## src/rtl/cpu_pkg.sv

```systemverilog
package cpu_pkg;

	localparam int DATA_W     = 32;
	localparam int REG_ADDR_W = 5;
	localparam int ALU_OP_W   = 4;

	localparam logic [ALU_OP_W-1:0] ALU_ADD  = 4'd0;
	localparam logic [ALU_OP_W-1:0] ALU_SUB  = 4'd1;
	localparam logic [ALU_OP_W-1:0] ALU_AND  = 4'd2;
	localparam logic [ALU_OP_W-1:0] ALU_OR   = 4'd3;
	localparam logic [ALU_OP_W-1:0] ALU_XOR  = 4'd4;
	localparam logic [ALU_OP_W-1:0] ALU_NOR  = 4'd5;
	localparam logic [ALU_OP_W-1:0] ALU_SLT  = 4'd6;
	localparam logic [ALU_OP_W-1:0] ALU_SLTU = 4'd7;
	localparam logic [ALU_OP_W-1:0] ALU_SLL  = 4'd8;
	localparam logic [ALU_OP_W-1:0] ALU_SRL  = 4'd9;
	localparam logic [ALU_OP_W-1:0] ALU_SRA  = 4'd10;
	localparam logic [ALU_OP_W-1:0] ALU_LUI  = 4'd11;

	// major opcodes
	localparam logic [5:0] OP_SPECIAL = 6'b000000;
	localparam logic [5:0] OP_J       = 6'b000010;
	localparam logic [5:0] OP_JAL     = 6'b000011;
	localparam logic [5:0] OP_BEQ     = 6'b000100;
	localparam logic [5:0] OP_BNE     = 6'b000101;
	localparam logic [5:0] OP_ADDIU   = 6'b001001;
	localparam logic [5:0] OP_ANDI    = 6'b001100;
	localparam logic [5:0] OP_ORI     = 6'b001101;
	localparam logic [5:0] OP_XORI    = 6'b001110;
	localparam logic [5:0] OP_LUI     = 6'b001111;
	localparam logic [5:0] OP_LW      = 6'b100011;
	localparam logic [5:0] OP_SW      = 6'b101011;

	// function field of OP_SPECIAL
	localparam logic [5:0] FN_SLL  = 6'b000000;
	localparam logic [5:0] FN_SRL  = 6'b000010;
	localparam logic [5:0] FN_SRA  = 6'b000011;
	localparam logic [5:0] FN_JR   = 6'b001000;
	localparam logic [5:0] FN_ADDU = 6'b100001;
	localparam logic [5:0] FN_SUBU = 6'b100011;
	localparam logic [5:0] FN_AND  = 6'b100100;
	localparam logic [5:0] FN_OR   = 6'b100101;
	localparam logic [5:0] FN_XOR  = 6'b100110;
	localparam logic [5:0] FN_NOR  = 6'b100111;
	localparam logic [5:0] FN_SLT  = 6'b101010;
	localparam logic [5:0] FN_SLTU = 6'b101011;

	localparam logic [REG_ADDR_W-1:0] REG_RA = 5'd31;

	typedef union packed {
		struct packed {
			logic [5:0]            opcode;
			logic [REG_ADDR_W-1:0] rs;
			logic [REG_ADDR_W-1:0] rt;
			logic [REG_ADDR_W-1:0] rd;
			logic [4:0]            shamt;
			logic [5:0]            funct;
		} r;
		struct packed {
			logic [5:0]            opcode;
			logic [REG_ADDR_W-1:0] rs;
			logic [REG_ADDR_W-1:0] rt;
			logic [15:0]           imm16;
		} i;
		struct packed {
			logic [5:0]  opcode;
			logic [25:0] index26;
		} j;
	} instr_u;

endpackage

```

## src/rtl/fetch_unit.sv

```systemverilog
`timescale 1ns/10ps

module fetch_unit import cpu_pkg::*; #(
	parameter logic [DATA_W-1:0] RESET_PC = 32'hbfc00000
) (
	input  logic              clk,
	input  logic              resetn,
	input  logic [DATA_W-1:0] inst_sram_rdata,
	input  logic              redirect,
	input  logic [DATA_W-1:0] redirect_pc,
	output logic              inst_sram_en,
	output logic [DATA_W-1:0] inst_sram_addr,
	output logic              id_valid,
	output logic [DATA_W-1:0] id_pc,
	output logic [DATA_W-1:0] id_instr
);

	logic [DATA_W-1:0] pc;
	logic              fetched;

	// pc only moves once fetching has started
	always_ff @(posedge clk)
	begin
		if (!resetn)
		begin
			pc           <= RESET_PC;
			inst_sram_en <= 1'b0;
		end
		else
		begin
			inst_sram_en <= 1'b1;
			if (inst_sram_en)
			begin
				if (redirect)
					pc <= redirect_pc;
				else
					pc <= pc + 32'd4;
			end
		end
	end

	// word in flight is dropped when execute redirects
	always_ff @(posedge clk)
	begin
		if (!resetn)
			fetched <= 1'b0;
		else
			fetched <= inst_sram_en && !redirect;
	end

	always_ff @(posedge clk)
	begin
		id_pc <= pc;
	end

	assign inst_sram_addr = pc;
	assign id_instr       = inst_sram_rdata;

	// the word now in decode is younger than the redirecting branch
	assign id_valid = fetched && !redirect;

	pc_aligned: assert property (@(posedge clk) disable iff (!resetn)
		inst_sram_en |-> pc[1:0] == 2'b00);

endmodule

```

## src/rtl/decoder.sv

```systemverilog
`timescale 1ns/10ps

module decoder import cpu_pkg::*; (
	input  logic                  id_valid,
	input  logic [DATA_W-1:0]     id_pc,
	input  instr_u                id_instr,
	output logic [REG_ADDR_W-1:0] rs_addr,
	output logic [REG_ADDR_W-1:0] rt_addr,
	output logic [REG_ADDR_W-1:0] dest_addr,
	output logic                  reg_write,
	output logic [ALU_OP_W-1:0]   alu_op,
	output logic                  use_imm,
	output logic                  use_shamt,
	output logic [4:0]            shamt,
	output logic [DATA_W-1:0]     imm,
	output logic                  is_load,
	output logic                  is_store,
	output logic                  is_beq,
	output logic                  is_bne,
	output logic                  is_jump,
	output logic                  is_jr,
	output logic                  link,
	output logic [DATA_W-1:0]     target,
	output logic                  dec_valid
);

	logic              zero_ext;
	logic [DATA_W-1:0] imm_sext;
	logic [DATA_W-1:0] pc_plus4;

	assign rs_addr   = id_instr.r.rs;
	assign rt_addr   = id_instr.r.rt;
	assign shamt     = id_instr.r.shamt;
	assign dec_valid = id_valid;

	assign imm_sext = {{(DATA_W-16){id_instr.i.imm16[15]}}, id_instr.i.imm16};
	assign imm      = zero_ext ? {{(DATA_W-16){1'b0}}, id_instr.i.imm16} : imm_sext;

	// no delay slot, so both targets are relative to pc+4
	assign pc_plus4 = id_pc + 32'd4;
	assign target   = is_jump ? {pc_plus4[31:28], id_instr.j.index26, 2'b00}
	                          : pc_plus4 + {imm_sext[DATA_W-3:0], 2'b00};

	always_comb
	begin
		dest_addr = id_instr.i.rt;
		reg_write = 1'b0;
		alu_op    = ALU_ADD;
		use_imm   = 1'b1;
		use_shamt = 1'b0;
		zero_ext  = 1'b0;
		is_load   = 1'b0;
		is_store  = 1'b0;
		is_beq    = 1'b0;
		is_bne    = 1'b0;
		is_jump   = 1'b0;
		is_jr     = 1'b0;
		link      = 1'b0;
		case (id_instr.r.opcode)
			OP_SPECIAL:
			begin
				dest_addr = id_instr.r.rd;
				reg_write = 1'b1;
				use_imm   = 1'b0;
				case (id_instr.r.funct)
					FN_ADDU: alu_op = ALU_ADD;
					FN_SUBU: alu_op = ALU_SUB;
					FN_AND:  alu_op = ALU_AND;
					FN_OR:   alu_op = ALU_OR;
					FN_XOR:  alu_op = ALU_XOR;
					FN_NOR:  alu_op = ALU_NOR;
					FN_SLT:  alu_op = ALU_SLT;
					FN_SLTU: alu_op = ALU_SLTU;
					FN_SLL, FN_SRL, FN_SRA:
					begin
						use_shamt = 1'b1;
						alu_op    = (id_instr.r.funct == FN_SLL) ? ALU_SLL :
						            (id_instr.r.funct == FN_SRL) ? ALU_SRL : ALU_SRA;
					end
					FN_JR:
					begin
						reg_write = 1'b0;
						is_jr     = 1'b1;
					end
					default: reg_write = 1'b0;
				endcase
			end
			OP_ADDIU: reg_write = 1'b1;
			OP_ANDI, OP_ORI, OP_XORI:
			begin
				reg_write = 1'b1;
				zero_ext  = 1'b1;
				alu_op    = (id_instr.r.opcode == OP_ANDI) ? ALU_AND :
				            (id_instr.r.opcode == OP_ORI) ? ALU_OR : ALU_XOR;
			end
			OP_LUI:
			begin
				reg_write = 1'b1;
				alu_op    = ALU_LUI;
			end
			OP_LW:
			begin
				reg_write = 1'b1;
				is_load   = 1'b1;
			end
			OP_SW:  is_store = 1'b1;
			OP_BEQ: is_beq = 1'b1;
			OP_BNE: is_bne = 1'b1;
			OP_J:   is_jump = 1'b1;
			OP_JAL:
			begin
				is_jump   = 1'b1;
				link      = 1'b1;
				reg_write = 1'b1;
				dest_addr = REG_RA;
			end
			// anything else falls through as a no-op
			default: use_imm = 1'b0;
		endcase
	end

endmodule

```

## src/rtl/reg_file.sv

```systemverilog
`timescale 1ns/10ps

module reg_file import cpu_pkg::*; (
	input  logic                  clk,
	input  logic                  resetn,
	input  logic [REG_ADDR_W-1:0] rs_addr,
	input  logic [REG_ADDR_W-1:0] rt_addr,
	input  logic [REG_ADDR_W-1:0] wb_addr,
	input  logic                  wb_we,
	input  logic [DATA_W-1:0]     wb_data,
	output logic [DATA_W-1:0]     rs_data,
	output logic [DATA_W-1:0]     rt_data
);

	logic [DATA_W-1:0] regs [0:31];

	function automatic logic [DATA_W-1:0] read_port(input logic [REG_ADDR_W-1:0] addr);
		if (addr == '0)
			return '0;
		else if (wb_we && wb_addr == addr)
			return wb_data;
		else
			return regs[addr];
	endfunction

	always_ff @(posedge clk)
	begin
		if (wb_we && wb_addr != '0)
			regs[wb_addr] <= wb_data;
	end

	// same-cycle write is visible to the reader
	always_comb
	begin
		rs_data = read_port(rs_addr);
		rt_data = read_port(rt_addr);
	end

	// writeback drops register zero before it gets here
	zero_untouched: assert property (@(posedge clk) disable iff (!resetn)
		wb_we |-> wb_addr != '0);

endmodule

```

## src/rtl/alu.sv

```systemverilog
`timescale 1ns/10ps

module alu import cpu_pkg::*; (
	input  logic [ALU_OP_W-1:0] alu_op,
	input  logic [DATA_W-1:0]   a,
	input  logic [DATA_W-1:0]   b,
	input  logic [4:0]          shamt,
	output logic [DATA_W-1:0]   result
);

	localparam int HALF_W = DATA_W / 2;

	logic signed_lt;
	logic unsigned_lt;

	assign signed_lt   = $signed(a) < $signed(b);
	assign unsigned_lt = a < b;

	always_comb
	begin
		case (alu_op)
			ALU_ADD:  result = a + b;
			ALU_SUB:  result = a - b;
			ALU_AND:  result = a & b;
			ALU_OR:   result = a | b;
			ALU_XOR:  result = a ^ b;
			ALU_NOR:  result = ~(a | b);
			ALU_SLT:  result = {{(DATA_W-1){1'b0}}, signed_lt};
			ALU_SLTU: result = {{(DATA_W-1){1'b0}}, unsigned_lt};
			// shifts act on a, the execute stage routes rt there
			ALU_SLL:  result = a << shamt;
			ALU_SRL:  result = a >> shamt;
			ALU_SRA:  result = $unsigned($signed(a) >>> shamt);
			ALU_LUI:  result = {b[HALF_W-1:0], {HALF_W{1'b0}}};
			default:  result = '0;
		endcase
	end

endmodule

```

## src/rtl/execute_writeback.sv

```systemverilog
`timescale 1ns/10ps

module execute_writeback import cpu_pkg::*; (
	input  logic                  clk,
	input  logic                  resetn,
	input  logic [DATA_W-1:0]     id_pc,
	input  logic [REG_ADDR_W-1:0] rs_addr,
	input  logic [REG_ADDR_W-1:0] rt_addr,
	input  logic [REG_ADDR_W-1:0] dest_addr,
	input  logic                  reg_write,
	input  logic [ALU_OP_W-1:0]   alu_op,
	input  logic                  use_imm,
	input  logic                  use_shamt,
	input  logic [4:0]            shamt,
	input  logic [DATA_W-1:0]     imm,
	input  logic                  is_load,
	input  logic                  is_store,
	input  logic                  is_beq,
	input  logic                  is_bne,
	input  logic                  is_jump,
	input  logic                  is_jr,
	input  logic                  link,
	input  logic [DATA_W-1:0]     target,
	input  logic                  dec_valid,
	input  logic [DATA_W-1:0]     rs_data,
	input  logic [DATA_W-1:0]     rt_data,
	input  logic [DATA_W-1:0]     data_sram_rdata,
	output logic                  redirect,
	output logic [DATA_W-1:0]     redirect_pc,
	output logic                  data_sram_en,
	output logic                  data_sram_we,
	output logic [DATA_W-1:0]     data_sram_addr,
	output logic [DATA_W-1:0]     data_sram_wdata,
	output logic                  wb_we,
	output logic [REG_ADDR_W-1:0] wb_addr,
	output logic [DATA_W-1:0]     wb_data,
	output logic [DATA_W-1:0]     debug_wb_pc,
	output logic                  debug_wb_rf_wen,
	output logic [REG_ADDR_W-1:0] debug_wb_rf_wnum,
	output logic [DATA_W-1:0]     debug_wb_rf_wdata
);

	logic                  ex_valid;
	logic [DATA_W-1:0]     ex_pc;
	logic [REG_ADDR_W-1:0] ex_rs_addr;
	logic [REG_ADDR_W-1:0] ex_rt_addr;
	logic [REG_ADDR_W-1:0] ex_dest;
	logic                  ex_reg_write;
	logic [ALU_OP_W-1:0]   ex_alu_op;
	logic                  ex_use_imm;
	logic                  ex_use_shamt;
	logic [4:0]            ex_shamt;
	logic [DATA_W-1:0]     ex_imm;
	logic                  ex_is_load;
	logic                  ex_is_store;
	logic                  ex_is_beq;
	logic                  ex_is_bne;
	logic                  ex_is_jump;
	logic                  ex_is_jr;
	logic                  ex_link;
	logic [DATA_W-1:0]     ex_target;
	logic [DATA_W-1:0]     ex_rs_data;
	logic [DATA_W-1:0]     ex_rt_data;

	logic [DATA_W-1:0] fwd_rs;
	logic [DATA_W-1:0] fwd_rt;
	logic [DATA_W-1:0] alu_a;
	logic [DATA_W-1:0] alu_b;
	logic [DATA_W-1:0] alu_result;
	logic              taken;

	logic              wb_we_q;
	logic              wb_is_load;
	logic [DATA_W-1:0] wb_result;
	logic [DATA_W-1:0] wb_pc;

	always_ff @(posedge clk)
	begin
		if (!resetn)
			ex_valid <= 1'b0;
		else
			ex_valid <= dec_valid;
	end

	always_ff @(posedge clk)
	begin
		ex_pc        <= id_pc;
		ex_rs_addr   <= rs_addr;
		ex_rt_addr   <= rt_addr;
		ex_dest      <= dest_addr;
		ex_reg_write <= reg_write;
		ex_alu_op    <= alu_op;
		ex_use_imm   <= use_imm;
		ex_use_shamt <= use_shamt;
		ex_shamt     <= shamt;
		ex_imm       <= imm;
		ex_is_load   <= is_load;
		ex_is_store  <= is_store;
		ex_is_beq    <= is_beq;
		ex_is_bne    <= is_bne;
		ex_is_jump   <= is_jump;
		ex_is_jr     <= is_jr;
		ex_link      <= link;
		ex_target    <= target;
		ex_rs_data   <= rs_data;
		ex_rt_data   <= rt_data;
	end

	// older producers are covered by the register file write-through
	assign fwd_rs = (wb_we && wb_addr == ex_rs_addr) ? wb_data : ex_rs_data;
	assign fwd_rt = (wb_we && wb_addr == ex_rt_addr) ? wb_data : ex_rt_data;

	assign alu_a = ex_use_shamt ? fwd_rt : fwd_rs;
	assign alu_b = ex_use_imm ? ex_imm : fwd_rt;

	alu u_alu (
		.alu_op (ex_alu_op),
		.a      (alu_a),
		.b      (alu_b),
		.shamt  (ex_shamt),
		.result (alu_result)
	);

	assign taken       = (ex_is_beq && fwd_rs == fwd_rt) || (ex_is_bne && fwd_rs != fwd_rt);
	assign redirect    = ex_valid && (taken || ex_is_jump || ex_is_jr);
	assign redirect_pc = ex_is_jr ? fwd_rs : ex_target;

	assign data_sram_en    = ex_valid && (ex_is_load || ex_is_store);
	assign data_sram_we    = ex_valid && ex_is_store;
	assign data_sram_addr  = alu_result;
	assign data_sram_wdata = fwd_rt;

	always_ff @(posedge clk)
	begin
		if (!resetn)
			wb_we_q <= 1'b0;
		else
			wb_we_q <= ex_valid && ex_reg_write && ex_dest != '0;
	end

	always_ff @(posedge clk)
	begin
		wb_addr    <= ex_dest;
		wb_is_load <= ex_is_load;
		wb_pc      <= ex_pc;
		wb_result  <= ex_link ? ex_pc + 32'd4 : alu_result;
	end

	// load data arrives while the load sits in writeback
	assign wb_we   = wb_we_q;
	assign wb_data = wb_is_load ? data_sram_rdata : wb_result;

	assign debug_wb_pc       = wb_pc;
	assign debug_wb_rf_wen   = wb_we_q;
	assign debug_wb_rf_wnum  = wb_addr;
	assign debug_wb_rf_wdata = wb_data;

	// a store never leaves a register write behind
	store_no_write: assert property (@(posedge clk) disable iff (!resetn)
		data_sram_we |-> data_sram_en ##1 !wb_we);

endmodule

```

## src/rtl/cpu_top.sv

```systemverilog
`timescale 1ns/10ps

module cpu_top import cpu_pkg::*; #(
	parameter logic [DATA_W-1:0] RESET_PC = 32'hbfc00000
) (
	input  logic                  clk,
	input  logic                  resetn,
	output logic                  inst_sram_en,
	output logic [DATA_W-1:0]     inst_sram_addr,
	input  logic [DATA_W-1:0]     inst_sram_rdata,
	output logic                  data_sram_en,
	output logic                  data_sram_we,
	output logic [DATA_W-1:0]     data_sram_addr,
	output logic [DATA_W-1:0]     data_sram_wdata,
	input  logic [DATA_W-1:0]     data_sram_rdata,
	output logic [DATA_W-1:0]     debug_wb_pc,
	output logic                  debug_wb_rf_wen,
	output logic [REG_ADDR_W-1:0] debug_wb_rf_wnum,
	output logic [DATA_W-1:0]     debug_wb_rf_wdata
);

	logic                  redirect;
	logic [DATA_W-1:0]     redirect_pc;
	logic                  id_valid;
	logic [DATA_W-1:0]     id_pc;
	logic [DATA_W-1:0]     id_instr;
	logic [REG_ADDR_W-1:0] rs_addr;
	logic [REG_ADDR_W-1:0] rt_addr;
	logic [REG_ADDR_W-1:0] dest_addr;
	logic                  reg_write;
	logic [ALU_OP_W-1:0]   alu_op;
	logic                  use_imm;
	logic                  use_shamt;
	logic [4:0]            shamt;
	logic [DATA_W-1:0]     imm;
	logic                  is_load;
	logic                  is_store;
	logic                  is_beq;
	logic                  is_bne;
	logic                  is_jump;
	logic                  is_jr;
	logic                  link;
	logic [DATA_W-1:0]     target;
	logic                  dec_valid;
	logic [DATA_W-1:0]     rs_data;
	logic [DATA_W-1:0]     rt_data;
	logic                  wb_we;
	logic [REG_ADDR_W-1:0] wb_addr;
	logic [DATA_W-1:0]     wb_data;

	fetch_unit #(
		.RESET_PC (RESET_PC)
	) u_fetch (
		.clk             (clk),
		.resetn          (resetn),
		.inst_sram_rdata (inst_sram_rdata),
		.redirect        (redirect),
		.redirect_pc     (redirect_pc),
		.inst_sram_en    (inst_sram_en),
		.inst_sram_addr  (inst_sram_addr),
		.id_valid        (id_valid),
		.id_pc           (id_pc),
		.id_instr        (id_instr)
	);

	decoder u_decoder (
		.id_valid  (id_valid),
		.id_pc     (id_pc),
		.id_instr  (id_instr),
		.rs_addr   (rs_addr),
		.rt_addr   (rt_addr),
		.dest_addr (dest_addr),
		.reg_write (reg_write),
		.alu_op    (alu_op),
		.use_imm   (use_imm),
		.use_shamt (use_shamt),
		.shamt     (shamt),
		.imm       (imm),
		.is_load   (is_load),
		.is_store  (is_store),
		.is_beq    (is_beq),
		.is_bne    (is_bne),
		.is_jump   (is_jump),
		.is_jr     (is_jr),
		.link      (link),
		.target    (target),
		.dec_valid (dec_valid)
	);

	reg_file u_reg_file (
		.clk     (clk),
		.resetn  (resetn),
		.rs_addr (rs_addr),
		.rt_addr (rt_addr),
		.wb_addr (wb_addr),
		.wb_we   (wb_we),
		.wb_data (wb_data),
		.rs_data (rs_data),
		.rt_data (rt_data)
	);

	execute_writeback u_exwb (
		.clk               (clk),
		.resetn            (resetn),
		.id_pc             (id_pc),
		.rs_addr           (rs_addr),
		.rt_addr           (rt_addr),
		.dest_addr         (dest_addr),
		.reg_write         (reg_write),
		.alu_op            (alu_op),
		.use_imm           (use_imm),
		.use_shamt         (use_shamt),
		.shamt             (shamt),
		.imm               (imm),
		.is_load           (is_load),
		.is_store          (is_store),
		.is_beq            (is_beq),
		.is_bne            (is_bne),
		.is_jump           (is_jump),
		.is_jr             (is_jr),
		.link              (link),
		.target            (target),
		.dec_valid         (dec_valid),
		.rs_data           (rs_data),
		.rt_data           (rt_data),
		.data_sram_rdata   (data_sram_rdata),
		.redirect          (redirect),
		.redirect_pc       (redirect_pc),
		.data_sram_en      (data_sram_en),
		.data_sram_we      (data_sram_we),
		.data_sram_addr    (data_sram_addr),
		.data_sram_wdata   (data_sram_wdata),
		.wb_we             (wb_we),
		.wb_addr           (wb_addr),
		.wb_data           (wb_data),
		.debug_wb_pc       (debug_wb_pc),
		.debug_wb_rf_wen   (debug_wb_rf_wen),
		.debug_wb_rf_wnum  (debug_wb_rf_wnum),
		.debug_wb_rf_wdata (debug_wb_rf_wdata)
	);

endmodule

```

## config.mk

```make
export PLATFORM = sky130hd
export DESIGN_NAME = cpu_top
export DESIGN_NICKNAME = d
export VERILOG_FILES = /design/src/rtl/cpu_pkg.sv /design/src/rtl/fetch_unit.sv /design/src/rtl/decoder.sv /design/src/rtl/reg_file.sv /design/src/rtl/alu.sv /design/src/rtl/execute_writeback.sv /design/src/rtl/cpu_top.sv
export SDC_FILE = /design/constraint.sdc
export NUM_CORES = 2
export LEC_CHECK = 0
export BUFFER_PORTS_ARGS = -buffer_cell sky130_fd_sc_hd__buf_2
export CORE_UTILIZATION = 49
export DETAILED_ROUTE_END_ITERATION = 12
export PLACE_DENSITY_LB_ADDON = 0.05
export SYNTH_ARGS = -nofsm -noshare
export SYNTH_HDL_FRONTEND = slang
export SYNTH_SLANG_ARGS = --single-unit
```

## constraint.sdc

```tcl
create_clock -name clk -period 10.7 [get_ports clk]
set_input_delay 0.535 -clock clk [delete_from_list [all_inputs] [get_ports clk]]
set_output_delay 0.535 -clock clk [all_outputs]
set_load 0.01 [all_outputs]
```

==> run_results.csv <==
group,metric,value,unit
sta,fin_crit_sh,78.5,%
place,hpwl,179000,um
sta,finalHoldViolCount,0,
critical_path,worstSetupPathType,"flop to output pin",
clock_tree,numCtsBuffers,147,
route,drt_iter0_drc,6063,
critical_path,arrival,7860,ps
sta,clock.fmax,119,MHz
critical_path,r2r_start,"u_exwb.debug_wb_rf_wnum[3]$_DFF_P_",
hold_path,worstHoldStart,"inst_sram_rdata[28]",
sta,whs,54.3,ps
sta,setup_tns,0,ps
sta,finalMaxSlewViolations,0,
synth,synth-edff-count,1024,
route,drc,0,
synth,yosysWarnings,0,
synth,syn_avg_cell_area,14.4,um2
sta,fin_worst_skew,29.5,ps
sta,slew_headroom,8.65,%
route,num_vias,50100,
place,portBuffers,234,
synth,synthTopCellsByArea,"edfxtp_1 (43%), mux4_2 (24%), dfxtp_1 (8.7%)",
hold_path,hold_end,"u_exwb.ex_is_store$_DFF_P_",
synth,synth_top_area_share,42.6,%
synth,ys_ff_latch,1336,
cells_and_area,area_delta_synth_final,12.1,%
floorplanning,dieHeight,386,um
floorplanning,num_rows,140,
floorplanning,die_x,386,um
critical_path,crit_family,"compound AO/OA/AOI/OAI gates",
synth,yosys.area.top_type,"edfxtp_1",
flow_run,maxCapViolations,0,
critical_path,r2r_slack,3390,ps
cells_and_area,seq_area,37000,um2
global_route,grt_max_degree,89,
synth,ys_seq_area_share,51.3,%
global_route,grt.overflow.total,0,
sta,rsz0062_at_grt,"no",
route,viasPerCell,6.87,
floorplanning,start_util,49.4,%
sta,min_period,8400,ps
hold_path,whs_path_depth,2,
synth,async_flop_share,0,%
critical_path,max_stage_delay,810,ps
synth,synthTopCellsByCount,"edfxtp_1 (1024), mux4_2 (760), nor2_1 (377), dfxtp_1 (312), clkbuf_1 (263)",
outcome,status,"completed",
clock_tree,clock-root-buffer,"clkbuf_16",
power_and_ir_drop,pwr_density_cell,186,nW/um2
clock_tree,clock_sinks,1336,
synth,netlist_instances,5026,
synth,synth_flop_cell,"edfxtp_1",
cells_and_area,final.fill_count,11900,
critical_path,start_kind,"flop",
floorplanning,ios,235,
route,routedWlPerCell,37.6,um
sta,tightest_slew,1370,ps
critical_path,path_depth,18,
critical_path,slowest_stage,"nor2_4",
critical_path,path_cells,"xnor2_1, nand4_2, nor2_4, buf_4, mux2i_1, mux2i_1, ha_1, nor2b_1, o21ai_0, nand4b_1, a311oi_1, a311oi_1, o21ai_0, o21ai_0, o2bb2ai_1, o21ai_0, nand4_1, buf_2",
global_route,grt.total_usage,37.2,%
cells_and_area,final_core_utilization,55.4,%
clock_tree,clockBufferDepth,3,
clock_tree,clkSlewWorstSetupHoldPaths,60,ps
global_route,grt_antenna_before_repair,15,
synth,synth.distinct_cells,85,
clock_tree,htreeDepth,4,
route,ant_nets,0,
sta,setup_violations,0,
critical_path,end_kind,"output pin",
critical_path,cp.required,10170,ps
synth,yosysMostFrequentCell,"edfxtp_1",
hold_path,hp-class,"input port to flop",
critical_path,r2r_end,"u_exwb.wb_result[25]$_DFF_P_",
cells_and_area,nets,5458,
place,place_congestion,1.08,
floorplanning,coreArea,146000,um2
floorplanning,dieArea,149000,um2
route,firstDrtPassIters,6,
critical_path,path_buf_inv,2,
route,routed_wl,274000,um
critical_path,reg2reg_depth,18,
power_and_ir_drop,p_leak,0.0282,uW
cells_and_area,drive_above_1_share,27.7,%
clock_tree,cts_tree,"done",
critical_path,critPathMaxFanout,28,
clock_tree,worstSkewPairLatency,780,ps
cells_and_area,multiInputGateArea,33500,um2
global_route,grt_pass1_vias,48400,
synth,synth_area,72100,um2
power_and_ir_drop,power.total,15000,uW
power_and_ir_drop,vdd_drop_max,0.183,mV
global_route,grt_pass1_wl,382000,um
critical_path,path_common_cell,"o21ai_0",
stage by stage:
step	instance area, um2	setup WS [ps]	instances
CTS	80800	2550	7281
floorplan	72300	5520	5057
global route	80800	1900	7284
global placement	76000	3550	7006
detailed placement	76000	3370	7006
finish	80900	2300	7290
timing repair:
item                                    CTS  global route
hold buffers                             16             0
hold endpoints to repair                 16             0
buffers inserted                          0             0
endpoints found under the setup margin    0             0
resized for setup                         0             0
where the power goes:
part | internal [uW] | switching, uW
Combinational | 1140 | 2490
Clock | 2800 | 2140
Sequential | 6280 | 178
Total | 10200 | 4800
metal layers:
layer,up-vias,global-route usage (%),part of all wire [%],routed length [um]
met2,2927,56.6,46,125000
met5,-,0,0.016,43
li1,20500,-,-,-
met3,642,8.25,9.0,24800
met4,6,21.3,7.0,19200
met1,26000,49.3,38,105000
state kept, by name, summed over array words and instances (netlist names), 4 cells and up:
register / flops
u_exwb.ex_target: 32
u_exwb.ex_alu_op: 4
u_exwb.debug_wb_pc: 32
u_exwb.ex_pc: 32
u_fetch.inst_sram_addr: 32
u_exwb.ex_rs_addr: 5
u_exwb.ex_shamt: 4
u_exwb.ex_rt_data: 32
u_exwb.ex_rs_data: 32
u_exwb.wb_result: 32
u_exwb.ex_rt_addr: 5
u_exwb.ex_imm: 13
u_exwb.ex_dest: 5
u_fetch.id_pc: 32
u_exwb.debug_wb_rf_wnum: 5
u_reg_file.regs: 1024
layout by cell type (no fill, tap or decap), types with 21 or more instances in the layout:
cell / instances
edfxtp_1: 1024
mux4_2: 760
nor2_1: 343
dfxtp_1: 305
a21oi_1: 237
nand2_1: 231
mux2i_1: 230
buf_2: 224
o21ai_0: 182
inv_1: 169
buf_4: 161
clkbuf_16: 150
ha_1: 133
xnor2_1: 101
nand3_1: 89
nand2b_1: 54
nor3_1: 49
xor2_1: 48
a21o_1: 46
mux2_2: 45
clkbuf_1: 36
nor2_4: 35
a221oi_1: 35
conb_1: 32
and3_1: 30
nand4_1: 29
a211oi_1: 26
and2_1: 25
clkinv_1: 23
a221o_1: 22
clkinv_2: 22
o211ai_1: 21
a31oi_1: 21
worst max-delay path by stage:
stage / from / end / slack, ps
2_1_floorplan: u_exwb.wb_is_load$_DFF_P_ / data_sram_addr[0] / 5520
4_1_cts: u_exwb.debug_wb_rf_wnum[2]$_DFF_P_ / data_sram_addr[19] / 2550
3_5_place_dp: u_exwb.debug_wb_rf_wnum[3]$_DFF_P_ / data_sram_addr[19] / 3370
3_3_place_gp: u_exwb.debug_wb_rf_wnum[2]$_DFF_P_ / data_sram_addr[19] / 3550
6_report: u_exwb.debug_wb_rf_wnum[3]$_DFF_P_ / data_sram_addr[25] / 2300
5_1_grt: u_exwb.debug_wb_rf_wnum[3]$_DFF_P_ / data_sram_addr[25] / 1900
cells by family after synthesis:
logic type               synth area share, %
AO/OA/AOI/OAI                           7.30
buffers and inverters                   2.90
adder cells (fa/ha/maj)                 2.39
AND/OR/NAND/NOR                         6.61
other                                0.00520
XOR/XNOR                                1.88
multiplexers                            27.6
flip-flops                              51.3
final cells by class:
| cell class | count | share of cell area, % |
|---|---|---|
| clock inverter | 64 | 0.783 |
| inverter | 178 | 0.829 |
| tap | 1917 | 2.97 |
| multi-input combinational | 3182 | 41.4 |
| clock buffer | 195 | 4.95 |
| timing repair buffer | 411 | 3.27 |
| antenna | 7 | 0.0217 |
| sequential | 1336 | 45.8 |
Power figures use the tool's default switching activity.
